--- src/logic/packet_pkg.sv ---
package packet_pkg;

    // ====================
    // Beat geometry
    // ====================
    localparam int NARROW_BYTES = 8;
    localparam int WIDE_BYTES = 64;
    localparam int META_WID = 32;
    localparam int BEATS_PER_WIDE = WIDE_BYTES / NARROW_BYTES;

    // Derived widths
    localparam int NARROW_DATA_WID = NARROW_BYTES * 8;
    localparam int WIDE_DATA_WID = WIDE_BYTES * 8;
    localparam int NARROW_MTY_WID = $clog2(NARROW_BYTES);
    localparam int WIDE_MTY_WID = $clog2(WIDE_BYTES);
    localparam int SLOT_WID = $clog2(BEATS_PER_WIDE);

    // ====================
    // Beat types
    // ====================

    // Byte 0 sits in the low bits and goes out first
    typedef struct packed {
        logic [NARROW_DATA_WID-1:0] data;
        logic                       eop;
        logic [NARROW_MTY_WID-1:0]  mty;
        logic                       err;
        logic [META_WID-1:0]        meta;
    } narrow_beat_t;

    typedef struct packed {
        logic [WIDE_DATA_WID-1:0] data;
        logic                     eop;
        logic [WIDE_MTY_WID-1:0]  mty;
        logic                     err;
        logic [META_WID-1:0]      meta;
    } wide_beat_t;

    // FIFO read side
    typedef enum logic {
        RD_IDLE,
        RD_SEND
    } fifo_rd_state_t;

endpackage

--- src/logic/packet_pipe.sv ---
`timescale 1ns/1ps

module packet_pipe
    import packet_pkg::*;
#(
    parameter int STAGES = 2
) (
    input  logic         clk,
    input  logic         reset,
    input  narrow_beat_t in_beat,
    input  logic         in_valid,
    output logic         in_ready,
    output narrow_beat_t out_beat,
    output logic         out_valid,
    input  logic         out_ready
);

    // Link 0 is the input, link STAGES the output
    logic [STAGES:0] link_valid;
    logic [STAGES:0] link_ready;
    narrow_beat_t    link_beat [STAGES+1];

    // Held low until the first cycle after reset
    logic running;

    always_ff @(posedge clk) begin
        if (reset) begin
            running <= 1'b0;
        end else begin
            running <= 1'b1;
        end
    end

    assign link_valid[0] = in_valid && running;
    assign link_beat[0] = in_beat;
    assign in_ready = link_ready[0] && running;

    assign link_ready[STAGES] = out_ready;
    assign out_valid = link_valid[STAGES];
    assign out_beat = link_beat[STAGES];

    // ====================
    // Register slices
    // ====================
    for (genvar i = 0; i < STAGES; i++) begin : g_slice
        // Slice loads when empty or when its content moves on
        assign link_ready[i] = !link_valid[i+1] || link_ready[i+1];

        always_ff @(posedge clk) begin
            if (reset) begin
                link_valid[i+1] <= 1'b0;
            end else if (link_ready[i]) begin
                link_valid[i+1] <= link_valid[i];
            end
        end

        always_ff @(posedge clk) begin
            if (link_ready[i] && link_valid[i]) begin
                link_beat[i+1] <= link_beat[i];
            end
        end
    end

    // A stalled beat must be held until it is taken
    assert property (@(posedge clk) disable iff (reset)
        out_valid && !out_ready |=> out_valid && $stable(out_beat));

endmodule

--- config.mk ---
export PLATFORM = sky130hd
export DESIGN_NAME = packet_pipe
export DESIGN_NICKNAME = d
export VERILOG_FILES = /design/src/logic/packet_pkg.sv /design/src/logic/packet_pipe.sv
export SDC_FILE = /design/constraint.sdc
export NUM_CORES = 1
export LEC_CHECK = 0
export CAP_MARGIN = 20
export CORE_ASPECT_RATIO = 1.4
export CORE_MARGIN = 2
export CORE_UTILIZATION = 44
export CTS_CLUSTER_SIZE = 20
export DETAILED_ROUTE_END_ITERATION = 7
export DONT_BUFFER_PORTS = 1
export GPL_TIMING_DRIVEN = 1
export PLACE_DENSITY = 0.67
export SETUP_SLACK_MARGIN = 0.4
export SLEW_MARGIN = 20
export SYNTH_ARGS = -nofsm -noshare
export SYNTH_HDL_FRONTEND = slang
export SYNTH_SLANG_ARGS = --single-unit
--- constraint.sdc ---
create_clock -name clk -period 6.3 [get_ports clk]
set_input_delay 0.63 -clock clk [delete_from_list [all_inputs] [get_ports clk]]
set_output_delay 0.63 -clock clk [all_outputs]
set_load 0.02 [all_outputs]
## Yosys cells after proc, flatten, opt, wreduce, memory -nomap -nowiden

Cells that the tools add are included.

- Logic and storage cells: 22
- Input port bits: 105
- Output and inout port bits: 103
- Bits in registers: 205

- Mux-type cells: 1
- Reduce and logical (&&, ||, !) cells: 8

Operators by type and width:

| kind | number |
|---|---|
| logical AND 1 bit | 4 |
| logical NOT 1 bit | 2 |
| logical OR 1 bit | 2 |
| two-way mux 1 bit | 1 |

## Depth between registers and ports, before layout

Gate-level depths: netlist of run 1.

- Word-level depth: 4
- Gate-level depth with buffers: 2
- Gate-level depth less buffers: 2

## Worst setup path before layout of run 1

Ideal clock, no wire load.

- Path type: input to register
- From: in out_ready
- To: reg link_beat[101] in the netlist's numbering (enable)
- Slack: 0.504 ns
- Path buffers: 0
- Cell stages on the path: 2
- Required time: 5.727 ns
- Arrival time: 5.223 ns
- Setup time: 0.573 ns
- Path through: nand3b_1 > nor2b_1

- Cells in the longest elaborated chain, start to end: 3

Ends and longest elaborated chain:

| element | RTL line | RTL |
|---|---|---|
| start: declaration | packet_pipe.sv:15 | `input logic out_ready` |
| logical OR 1 bit (2 in a row) | packet_pipe.sv:47 | `assign link_ready[i] = !link_valid[i+1] \|\| link_ready[i+1];` |
| logical AND 1 bit | packet_pipe.sv:58 | `if (link_ready[i] && link_valid[i]) begin` |
| end signal: indexed assignment | packet_pipe.sv:59 | `link_beat[i+1] <= link_beat[i];` |
| end: declaration | packet_pipe.sv:21 | `narrow_beat_t link_beat [STAGES+1];` |

No other way between the ends.
A chain may end at the register's enable or synchronous reset.

## Worst setup path in the final report of run 1

- From: reg link_valid[2] (netlist: out_valid)
- To: reg link_beat[168] in the netlist's numbering (enable)

- Cells in the longest elaborated chain, start to end: 4

Ends and longest elaborated chain:

| element | RTL line | RTL |
|---|---|---|
| start: declaration | packet_pipe.sv:19 | `logic [STAGES:0] link_valid;` |
| start signal: indexed assignment | packet_pipe.sv:53 | `link_valid[i+1] <= link_valid[i];` |
| logical NOT 1 bit | packet_pipe.sv:47 |  |
| logical OR 1 bit (2 in a row) | packet_pipe.sv:47 |  |
| logical AND 1 bit | packet_pipe.sv:58 |  |

No other way between the ends.

==> results of run 1 <==
state kept, by name, summed over array words and instances (netlist names):
| register | count |
|---|---|
| link_beat | 101 |
| link_valid | 1 |
| out_beat | 101 |
| out_valid | 1 |
| running | 1 |
cell families (layout without fill, tap and decap cells):
group           Yosys count  after routing
flops                   205            205
buf+inv                 103             38
simple gates              6              6
compound gates            2              2
worst max-delay path, stage by stage (launching register included):
cell and delay [ps]:
sky130_fd_sc_hd__dfxtp_1 390, sky130_fd_sc_hd__nand3b_1 170, sky130_fd_sc_hd__nor2b_4 590, sky130_fd_sc_hd__buf_4 840
synthesized netlist by cell type:
cell type                  instances
sky130_fd_sc_hd__nand2_1           1
sky130_fd_sc_hd__nand3b_1          1
sky130_fd_sc_hd__buf_4           101
sky130_fd_sc_hd__dfxtp_1           3
sky130_fd_sc_hd__inv_1             2
sky130_fd_sc_hd__and2_1            2
sky130_fd_sc_hd__nor2b_1           1
sky130_fd_sc_hd__a21oi_1           2
sky130_fd_sc_hd__nand2b_1          1
sky130_fd_sc_hd__edfxtp_1        202
power by group:
part,total (uW),internal [uW],switching (uW)
registers,1590,1560,38.2
logic,25.9,2.10,23.8
clock network,1120,663,456
through the flow:
| stage | instances | total power, uW |
|---|---|---|
| 3_3_place_gp | 413 | 1649 |
| 3_5_place_dp | 413 | 1652 |
| 6_report | 447 | 2739 |
| 2_1_floorplan | 316 | 1662 |
| 5_1_grt | 447 | 2832 |
| 4_1_cts | 447 | 2780 |
worst max path at each step:
stage                      startpoint                       end  slack (ps)  cells past startpoint
6_report       out_valid$_SDFFE_PP0P_  link_beat[168]$_DFFE_PP_        3820                      3
5_1_grt        out_valid$_SDFFE_PP0P_  link_beat[168]$_DFFE_PP_        3610                      3
4_1_cts        out_valid$_SDFFE_PP0P_  link_beat[192]$_DFFE_PP_        3770                      3
3_5_place_dp                out_ready  link_beat[116]$_DFFE_PP_        3580                      3
3_3_place_gp                out_ready  link_beat[191]$_DFFE_PP_        3640                      3
2_1_floorplan               out_ready  link_beat[101]$_DFFE_PP_         500                      2
final cells by class:
cell class	instances	area share, %
clock buffer	27	7.885
clock inverter	7	0.9724
inverter	2	0.1061
multi-input combinational	8	0.7956
sequential	205	86.56
tap	196	3.465
timing repair buffer	2	0.2122
routing by layer:
| layer | vias to the layer above | share of wire, % | GRT usage [%] |
|---|---|---|---|
| li1 | 917 | - | - |
| met1 | 1003 | 34 | 12.98 |
| met2 | 120 | 55 | 20.68 |
| met3 | 17 | 9.0 | 4.277 |
| met4 | 0 | 2.2 | 4.940 |
| met5 | - | 0 | 0 |
==> results.sh, run 1 <==
export IMPL_post_route_util_pct=45.54
export IMPL_cts_sink_count=205
export IMPL_avgViaCountPerCell=4.602
export IMPL_place_gp_congestion=0.6801
export IMPL_critPathKind="reg2reg"
export IMPL_worst_clock_skew_ps=13.02
export IMPL_yosys_area_share_adder_pct=0
export IMPL_drive_gt1_share_pct=12.35
export IMPL_globalRouteTotalUtil_pct=11.94
export IMPL_synthSimpleGateAreaFrac_pct=0.5230
export IMPL_rrSetupSlack_ps=3820
export IMPL_final_nets=344
export IMPL_finalHoldWorstSlack_ps=207.9
export IMPL_synth_top_cell_by_area="sky130_fd_sc_hd__edfxtp_1"
export IMPL_transition_at_the_pin_with_the_smallest_max_transition_slack_ps=1003
export IMPL_cts_hold_buffers=0
export IMPL_dp_hpwl_mm=6.925
export IMPL_mappedNetlistNets=421
export IMPL_type_of_element_capturing_the_critical_path="flop"
export IMPL_most_frequent_cells_in_the_layout="sky130_fd_sc_hd__edfxtp_1, sky130_fd_sc_hd__clkbuf_16, sky130_fd_sc_hd__clkbuf_1, sky130_fd_sc_hd__clkinv_2, sky130_fd_sc_hd__dfxtp_1"
export IMPL_largest_cells_by_area_after_synthesis="sky130_fd_sc_hd__edfxtp_1, sky130_fd_sc_hd__buf_4, sky130_fd_sc_hd__dfxtp_1"
export IMPL_report_final_setup_viol=0
export IMPL_htree_num_levels=1
export IMPL_crit_fanout=78
export IMPL_remaining_max_slew_budget_at_the_tightest_pin_pct=33.13
export IMPL_timing_final_max_slew_violations=0
export IMPL_remaining_drc_errors=0
export IMPL_firstDrtPassIters=4
export IMPL_layout_area_seq_um2=6126
export IMPL_fillers=1290
export IMPL_grt_setup_unrepaired="no"
export IMPL_timing_rr_end="link_beat[168]$_DFFE_PP_"
export IMPL_startpoint_type="flop"
export IMPL_detailed_router_s_first_iteration_violation_count=128
export IMPL_cts_inserted_buffers=20
export IMPL_post_cts_resized=0
export IMPL_worst_ep_required_time_ps=6400
export IMPL_run_status="finished clean"
export IMPL_final_area_um2=7077
export IMPL_globalRoute_totalOverflow=0
export IMPL_design_portCount=208
export IMPL_post_cts_repair_setup_buffers=0
export IMPL_areaGrowthSynthToFinish_pct=2.002
export IMPL_min_period_ps=2483
export IMPL_seq_area_frac_synth_pct=88.30
export IMPL_ys_ff_latch=205
export IMPL_root_buffer="sky130_fd_sc_hd__clkbuf_16"
export IMPL_clock_transition_time_at_the_flip_flop_clock_pins_of_the_worst_setup_and_hold_paths_ps=60
export IMPL_portBuffers=0
export IMPL_hold_start="reset"
export IMPL_power_density_nw_per_um2=387.1
export IMPL_timing_reg2reg_worst_path_depth=3
export IMPL_synth_top_family_by_area="buffers and inverters"
export IMPL_whs_endpoint="running$_DFF_P_"
export IMPL_dpl_cell_area_um2=6450
export IMPL_multiInputGateArea_um2=56.30
export IMPL_row_count=54
export IMPL_latest_clock_arrival_within_the_worst_skew_pair_ps=480
export IMPL_minimum_setup_slack_in_the_final_design_ps=3817
export IMPL_ys_types=10
export IMPL_synthXorXnorAreaFrac_pct=0
export IMPL_fp_coreArea_um2=15540
export IMPL_drt_total_wl_mm=10.18
export IMPL_final_common_cell="sky130_fd_sc_hd__edfxtp_1"
export IMPL_rr_startpoint="out_valid$_SDFFE_PP0P_"
export IMPL_place_worst_setup_slack_ps=3583
export IMPL_synth_warnings=0
export IMPL_die_y_um=152.6
export IMPL_num_antenna_cells=0
export IMPL_floorplan_initialDensity_pct=44.65
export IMPL_summed_negative_setup_slack_over_all_endpoints_ps=0
export IMPL_tcrit_tclk_final_pct=39.42
export IMPL_timing_max_cap_violations=0
export IMPL_cts_tree="yes"
export IMPL_min_delay_path_depth=1
export IMPL_die_area_um2=16800
export IMPL_synth_compound_area_share_pct=0.1443
export IMPL_grt_antenna_before_repair=0
export IMPL_syn_inst=316
export IMPL_power_ir_vdd_worst_mv=0.2412
export IMPL_power_leakage_uw=0.002250
export IMPL_wire_length_of_the_first_global_routing_pass_mm=14.36
export IMPL_arrival_ps=2580
export IMPL_grt_start_max_net_pins=79
export IMPL_synth_top_area_share_pct=87.43
export IMPL_max_freq_mhz=402.7
export IMPL_die_w_um=110.1
export IMPL_ant_nets=0
export IMPL_avgSynthCellArea_um2=21.96
export IMPL_synthMuxAreaShare_pct=0
export IMPL_wl_per_cell_um=22.76
export IMPL_cts_root_to_sink_buffers=3
export IMPL_grt_pass1_vias=2208
export IMPL_hold_crit_path_type="in2reg"
export IMPL_post_synth_instance_area_um2=6938
export IMPL_routed_via_count=2057
export IMPL_hold_viol_final=0
Note: power is estimated with default switching activity, not from simulation.
==> run 2: changes to the inputs <==
ABC_AREA = 1   (was unset)
clock period = 2.3 ns   (was 6.3 ns; I/O delays follow)
==> run 2 against run 1 <==
  * The run now fails in clock tree synthesis
  * Synthesized area up 0.14%
  * Synthesized cell count up 0.95%
==> results.sh, run 2 <==
export IMPL_run_status="stopped before the end"
export IMPL_failing_step="clock tree synthesis"
export IMPL_error_line="[ERROR RSZ-0060] Max buffer count reached."
export IMPL_cts_sink_count=205
export IMPL_die_w_um=110.2
export IMPL_post_synth_instance_area_um2=6948
export IMPL_avgSynthCellArea_um2=21.78
export IMPL_ys_types=9
export IMPL_cts_root_to_sink_buffers=3
export IMPL_most_instantiated_cells_after_synthesis="sky130_fd_sc_hd__edfxtp_1, sky130_fd_sc_hd__buf_4, sky130_fd_sc_hd__inv_1, sky130_fd_sc_hd__dfxtp_1, sky130_fd_sc_hd__nand2_1"
export IMPL_root_buffer="sky130_fd_sc_hd__clkbuf_16"
export IMPL_async_reset_ff_share_pct=0
export IMPL_dpl_cell_area_um2=6534
export IMPL_htree_num_levels=1
export IMPL_row_count=54
export IMPL_post_synth_top_count_cell="sky130_fd_sc_hd__edfxtp_1"
export IMPL_cts_inserted_buffers=20
export IMPL_portBuffers=0
export IMPL_cts_hold_buffers=101
export IMPL_ys_ff_latch=205
export IMPL_post_cts_resized=0
export IMPL_synth_top_cell_by_area="sky130_fd_sc_hd__edfxtp_1"
export IMPL_synth_warnings=0
export IMPL_mappedNetlistNets=424
export IMPL_largest_cells_by_area_after_synthesis="sky130_fd_sc_hd__edfxtp_1, sky130_fd_sc_hd__buf_4, sky130_fd_sc_hd__dfxtp_1"
export IMPL_dp_hpwl_mm=6.878
export IMPL_yosys_most_used_dff="sky130_fd_sc_hd__edfxtp_1"
export IMPL_synth_edff_count=202
export IMPL_synth_top_area_share_pct=87.30
export IMPL_design_portCount=208
export IMPL_place_gp_congestion=0.6847
export IMPL_die_y_um=152.7
export IMPL_syn_inst=319
export IMPL_seq_area_frac_synth_pct=88.17
export IMPL_floorplan_initialDensity_pct=44.71
export IMPL_post_cts_repair_setup_buffers=0
## run 2: cell types whose count changed after synthesis, sizes merged
cell	previous run	this run
inv	2	5
and2	2	0
nand2	1	3
nand3	0	2
a21oi	2	3
nand2b	1	0
nand3b	1	0
nor2b	1	0
## run 2: cell families after synthesis
group | after synthesis | share of synthesized area [%]
buffers and inverters | 106 | 11.18
AO/OA/AOI/OAI | 3 | 0.2702
AND/OR/NAND/NOR | 5 | 0.3781
flip-flops | 205 | 88.17
## run 2: stage by stage
step	utilization [%]	hold slack (ps)	std cells	TNS (ps)	setup slack, ps
3_5_place_dp	42.05	292.4	419	0	503.3
3_3_place_gp	42.05	290.7	419	0	545.9
2_1_floorplan	-	286.5	319	-35160	-187.3
==> run 3: changes to the inputs <==
CORE_ASPECT_RATIO = unset   (was 1.4)
CORE_UTILIZATION = 29   (was 44)
CTS_CLUSTER_SIZE = unset   (was 20)
PLACE_DENSITY = unset   (was 0.67)
PLACE_DENSITY_LB_ADDON = 0.15   (was unset)
SETUP_SLACK_MARGIN = unset   (was 0.4)
==> run 3 against run 2 <==
  * Synthesized cell count unchanged
  * Synthesized area unchanged
  * The flow now finishes without violations
==> results.sh, run 3 <==
export IMPL_fp_coreArea_um2=23470
export IMPL_most_instantiated_cells_after_synthesis="sky130_fd_sc_hd__edfxtp_1, sky130_fd_sc_hd__buf_4, sky130_fd_sc_hd__inv_1, sky130_fd_sc_hd__dfxtp_1, sky130_fd_sc_hd__nand2_1"
export IMPL_largest_cells_by_area_after_synthesis="sky130_fd_sc_hd__edfxtp_1, sky130_fd_sc_hd__buf_4, sky130_fd_sc_hd__dfxtp_1"
export IMPL_grt_start_max_net_pins=102
export IMPL_clkPwrFrac_pct=44.0
export IMPL_pwr_share_comb_pct=2.8
export IMPL_ys_types=9
export IMPL_hold_start="in_valid"
export IMPL_globalRouteTotalUtil_pct=8.929
export IMPL_crit_path_start="out_valid$_SDFFE_PP0P_"
export IMPL_drive_gt1_share_pct=10.44
export IMPL_clock_transition_time_at_the_flip_flop_clock_pins_of_the_worst_setup_and_hold_paths_ps=60
export IMPL_tcrit_tclk_final_pct=66.95
export IMPL_floorplan_initialDensity_pct=29.60
export IMPL_avgViaCountPerCell=3.754
export IMPL_synth_edff_count=202
export IMPL_crit_fanout=41
export IMPL_min_period_ps=1540
export IMPL_final_common_cell="sky130_fd_sc_hd__edfxtp_1"
export IMPL_dp_hpwl_mm=6.772
export IMPL_async_reset_ff_share_pct=0
export IMPL_die_w_um=158.8
export IMPL_cts_root_to_sink_buffers=3
export IMPL_row_count=56
export IMPL_critPathKind="reg2reg"
export IMPL_power_density_nw_per_um2=972.2
export IMPL_grt_pass1_vias=2783
export IMPL_totalPowerFinal_uw=8216
export IMPL_routed_via_count=2564
export IMPL_mappedNetlistNets=424
export IMPL_rrSetupSlack_ps=760
export IMPL_power_ir_vdd_worst_mv=0.4952
export IMPL_most_frequent_cells_in_the_layout="sky130_fd_sc_hd__edfxtp_1, sky130_fd_sc_hd__dlygate4sd3_1, sky130_fd_sc_hd__clkbuf_16, sky130_fd_sc_hd__clkbuf_1"
export IMPL_ys_ff_latch=205
export IMPL_seq_area_frac_synth_pct=88.17
export IMPL_grt_util_met1_pct=10.04
export IMPL_worst_clock_skew_ps=15.05
export IMPL_remaining_max_slew_budget_at_the_tightest_pin_pct=59.58
export IMPL_type_of_element_capturing_the_critical_path="flop"
export IMPL_max_freq_mhz=649.4
export IMPL_die_y_um=158.8
export IMPL_design_portCount=208
export IMPL_grt_met3_usage_pct=4.127
export IMPL_grt_antenna_before_repair=1
export IMPL_post_cts_resized=0
export IMPL_post_route_util_pct=36.00
export IMPL_report_final_setup_viol=0
export IMPL_wl_per_cell_um=17.05
export IMPL_hold_viol_final=0
export IMPL_num_antenna_cells=0
export IMPL_startpoint_type="flop"
export IMPL_post_synth_instance_area_um2=6948
export IMPL_intPower_uw=6654
export IMPL_syn_inst=319
export IMPL_root_buffer="sky130_fd_sc_hd__clkbuf_16"
export IMPL_remaining_drc_errors=0
export IMPL_detailed_router_s_first_iteration_violation_count=177
export IMPL_rr_startpoint="out_valid$_SDFFE_PP0P_"
export IMPL_worst_ep_required_time_ps=2430
export IMPL_global_route_met2_utilization_pct=14.75
export IMPL_netSwitchingPower_uw=1562
export IMPL_cts_sink_count=205
export IMPL_wire_length_of_the_first_global_routing_pass_mm=17.34
export IMPL_timing_max_cap_violations=0
export IMPL_final_nets=456
export IMPL_synth_top_area_share_pct=87.30
export IMPL_power_leakage_uw=0.002761
export IMPL_avgSynthCellArea_um2=21.78
export IMPL_p_seq_share_pct=53.1
export IMPL_cts_tree="yes"
export IMPL_synth_top_cell_by_area="sky130_fd_sc_hd__edfxtp_1"
export IMPL_drt_total_wl_mm=11.65
export IMPL_arrival_ps=1670
export IMPL_cts_inserted_buffers=23
export IMPL_yosys_most_used_dff="sky130_fd_sc_hd__edfxtp_1"
export IMPL_firstDrtPassIters=4
export IMPL_run_status="finished clean"
export IMPL_htree_num_levels=1
export IMPL_power_switching_share_pct=19.01
export IMPL_timing_final_max_slew_violations=0
export IMPL_transition_at_the_pin_with_the_smallest_max_transition_slack_ps=606.3
export IMPL_ant_nets=0
export IMPL_areaGrowthSynthToFinish_pct=21.63
export IMPL_die_area_um2=25210
export IMPL_place_gp_congestion=0.7056
export IMPL_globalRoute_totalOverflow=0
export IMPL_latest_clock_arrival_within_the_worst_skew_pair_ps=490
export IMPL_post_synth_top_count_cell="sky130_fd_sc_hd__edfxtp_1"
export IMPL_synth_warnings=0
export IMPL_portBuffers=0
export IMPL_grt_setup_unrepaired="no"
export IMPL_grt_busiest_layer="met2"
export IMPL_hold_crit_path_type="in2reg"
-- run 3: cell counts after synthesis --
Identical to the previous run, type by type.
-- run 3: final timing paths --
kind	endpoint	cells after the start
max	link_beat[121]$_DFFE_PP_	4
min	link_beat[184]$_DFFE_PP_	3
max reg2reg	link_beat[121]$_DFFE_PP_	4
min reg2reg	out_beat[65]$_DFFE_PP_	0
-- run 3: final cells by class --
cell class                 count  area (um2)
fill                        2160       15020
clock inverter                10       145.1
inverter                       5       22.52
clock buffer                  28       594.3
sequential                   205        6130
timing repair buffer         108        1099
multi-input combinational      8       61.31
tap                          319       399.1
-- run 3: critical path, cell delays in order, from the launching register on --
cell and delay, ps:
sky130_fd_sc_hd__dfxtp_4 380, sky130_fd_sc_hd__nand3_2 120, sky130_fd_sc_hd__nand3_2 90, sky130_fd_sc_hd__clkinvlp_4 100
sky130_fd_sc_hd__buf_4 450
-- run 3: logic make-up after synthesis --
logic type / count (synthesis) / share of synthesized area [%]
DFF: 205 / 88.17
buffers and inverters: 106 / 11.18
AOI/OAI and AO/OA: 3 / 0.2702
and+or+nand+nor: 5 / 0.3781
-- run 3: metrics by stage --
stage | worst slack (ps) | hold WS, ps | setup TNS (ps) | std cells | cell area (um2)
finish | 760.1 | 322.6 | 0 | 683 | 8451
detailed placement | 769.5 | 293.5 | 0 | 540 | 6660
floorplan | -187.3 | 286.5 | -35160 | 319 | 6972
global placement | 777.9 | 291.0 | 0 | 540 | 6660
CTS | 752.0 | 325.9 | 0 | 683 | 8451
global route | 680.8 | 327.6 | 0 | 683 | 8451
-- run 3: per-layer routing --
layer,part of all wire [%],vias up,wire length (um)
li1,-,1146,-
met1,39,1252,4552
met2,48,132,5566
met3,9.4,32,1097
met4,3.6,2,414
met5,0.11,-,13
-- run 3: power groups by stage --
stage               logic [uW]  clock network, uW  registers (uW)
finish                     231               3620            4370
CTS                        237               3760            4370
floorplan                  180                  0            4360
detailed placement        88.7                  0            4450
global route               253               3920            4380
global placement          86.2                  0            4440
-- run 3: what timing repair did --
action	in CTS	in global routing
setup buffers	0	0
endpoints found under the hold margin	104	0
hold buffers	105	0
==> run 4: changes to the inputs <==
clock period = 1.5 ns   (was 2.3 ns; I/O delays follow)
==> run 4 against run 3 <==
  * Sequential power rose by 53%
  * Routed wire length rose by 0.71%
  * Clock skew fell by 9.1 ps
  * Clock power rose by 56%
  * Worst setup slack got worse by 640 ps
  * Critical path depth fell by 1
  * Sequential share of layout area fell by 1.3 points
  * Non-clock buffer count rose by 7
  * Combinational power rose by 69%
  * Global-route usage rose by 0.12 points
  * Via count rose by 2.1%
  * Core utilization rose by 0.68 points
  * Largest power group unchanged
  * Highest routed layer is now met4
==> results.sh, run 4 (synthesized netlist as in run 3, its figures left out) <==
export IMPL_run_status="finished clean"
export IMPL_crit_path_cell_trace="nand3_2 -> nand2_1 -> inv_1"
export IMPL_htree_num_levels=1
export IMPL_cts_inserted_buffers=22
export IMPL_die_area_um2=25210
export IMPL_grt_pass1_vias=2812
export IMPL_dp_hpwl_mm=7.572
export IMPL_post_cts_repair_setup_buffers=0
export IMPL_rrSetupSlack_ps=140
export IMPL_floorplan_initialDensity_pct=29.60
export IMPL_ant_nets=0
export IMPL_final_common_cell="sky130_fd_sc_hd__edfxtp_1"
export IMPL_grt_busiest_layer="met2"
export IMPL_cts_root_to_sink_buffers=3
export IMPL_finalHoldWorstSlack_ps=207.7
export IMPL_timing_final_max_slew_violations=0
export IMPL_die_y_um=158.8
export IMPL_grt_met3_usage_pct=3.788
export IMPL_drive_gt1_share_pct=14.48
export IMPL_worst_clock_skew_ps=5.976
export IMPL_power_leakage_uw=0.002824
export IMPL_globalRouteTotalUtil_pct=9.054
export IMPL_fp_coreArea_um2=23470
export IMPL_globalRoute_totalOverflow=0
export IMPL_portBuffers=0
export IMPL_report_final_setup_viol=0
export IMPL_grt_antenna_before_repair=0
export IMPL_max_freq_mhz=726.8
export IMPL_startpoint_type="flop"
export IMPL_power_density_nw_per_um2=1478
export IMPL_clock_transition_time_at_the_flip_flop_clock_pins_of_the_worst_setup_and_hold_paths_ps=60
export IMPL_die_w_um=158.8
export IMPL_worst_path_largest_cell_delay_ps=410
export IMPL_wl_per_cell_um=16.95
export IMPL_summed_negative_setup_slack_over_all_endpoints_ps=0
export IMPL_latest_clock_arrival_within_the_worst_skew_pair_ps=500
export IMPL_post_cts_resized=0
export IMPL_type_of_element_capturing_the_critical_path="primary output"
export IMPL_dpl_cell_area_um2=6788
export IMPL_global_route_met2_utilization_pct=14.81
export IMPL_hold_viol_final=0
export IMPL_place_gp_congestion=0.6979
export IMPL_design_portCount=208
export IMPL_remaining_max_slew_budget_at_the_tightest_pin_pct=81.46
export IMPL_root_buffer="sky130_fd_sc_hd__clkbuf_16"
export IMPL_tcrit_tclk_final_pct=91.73
export IMPL_post_route_util_pct=36.68
export IMPL_wire_length_of_the_first_global_routing_pass_mm=17.39
export IMPL_remaining_drc_errors=0
export IMPL_avgViaCountPerCell=3.783
export IMPL_num_antenna_cells=0
export IMPL_worst_ep_required_time_ps=1350
export IMPL_power_ir_vdd_worst_mv=0.8212
export IMPL_crit_fanout=4
export IMPL_cts_sink_count=205
export IMPL_timing_max_cap_violations=0
export IMPL_grt_util_met1_pct=10.61
export IMPL_grt_start_max_net_pins=41
export IMPL_transition_at_the_pin_with_the_smallest_max_transition_slack_ps=278.7
export IMPL_hold_crit_path_type="in2reg"
export IMPL_grt_setup_unrepaired="no"
export IMPL_firstDrtPassIters=4
export IMPL_final_area_um2=8610
export IMPL_min_period_ps=1376
export IMPL_cts_hold_buffers=105
export IMPL_drt_total_wl_mm=11.73
export IMPL_arrival_ps=1230
export IMPL_final_nets=462
export IMPL_routed_via_count=2618
export IMPL_critical_path_slowest_cell="sky130_fd_sc_hd__dfxtp_4"
export IMPL_detailed_router_s_first_iteration_violation_count=156
export IMPL_row_count=56
export IMPL_most_frequent_cells_in_the_layout="sky130_fd_sc_hd__edfxtp_1, sky130_fd_sc_hd__dlygate4sd3_1, sky130_fd_sc_hd__clkbuf_16, sky130_fd_sc_hd__buf_12"
export IMPL_critPathKind="reg2out"
export IMPL_fillers=2170
export IMPL_cts_tree="yes"
export IMPL_areaGrowthSynthToFinish_pct=23.92
==> run 4: cell types whose count changed in the layout (fill, tap and decap cells not counted), sizes merged <==
cell      change
clkbuf        -3
clkinvlp      +5
buf           +7
==> run 4: final timing paths <==
path / from / endpoint / depth (start not counted)
setup reg to reg: out_valid$_SDFFE_PP0P_ / link_beat[135]$_DFFE_PP_ / 4
hold / removal: out_ready / out_beat[26]$_DFFE_PP_ / 3
hold reg to reg: link_beat[201]$_DFFE_PP_ / out_beat[100]$_DFFE_PP_ / 0
setup / recovery: out_valid$_SDFFE_PP0P_ / in_ready / 3
==> run 4: layer usage <==
layer  up-vias  part of all wire (%)
met5         -                     0
met4         0                   3.2
met3        26                   9.6
met2       137                    49
met1      1295                    39
li1       1160                     -
==> run 4: final cells by class <==
cell class	instances	area [um2]	area share (%)
flip-flops and latches	205	6130	71.20
repair buffers	115	1226	14.24
clock buffers	25	583.1	6.772
well taps	319	399.1	4.636
clock inverters	15	187.7	2.180
multi-input cells	8	61.31	0.7121
inverters	5	22.52	0.2616
==> run 4: power by group <==
part / leakage (uW) / switching (uW) / internal [uW]
sequential: 0.00190 / 162 / 6530
combinational: 0.000557 / 163 / 227
clock: 0.000367 / 2150 / 3490
==> run 4: per-stage QoR <==
step / total power, uW / cells / setup WS, ps
after detailed placement: 6990 / 547 / 162.1
after CTS: 12950 / 692 / 108.1
after floorplan: 6967 / 319 / -987.3
after global placement: 6980 / 547 / 184.1
final: 12720 / 692 / 124.1
after global routing: 13210 / 692 / 53.18
==> run 4: worst max-delay path, delay by kind of cell, from the launching register on <==
family | cells | cell delay, ps
flops | 1 | 410
simple gates | 2 | 220
buf+inv | 1 | 100
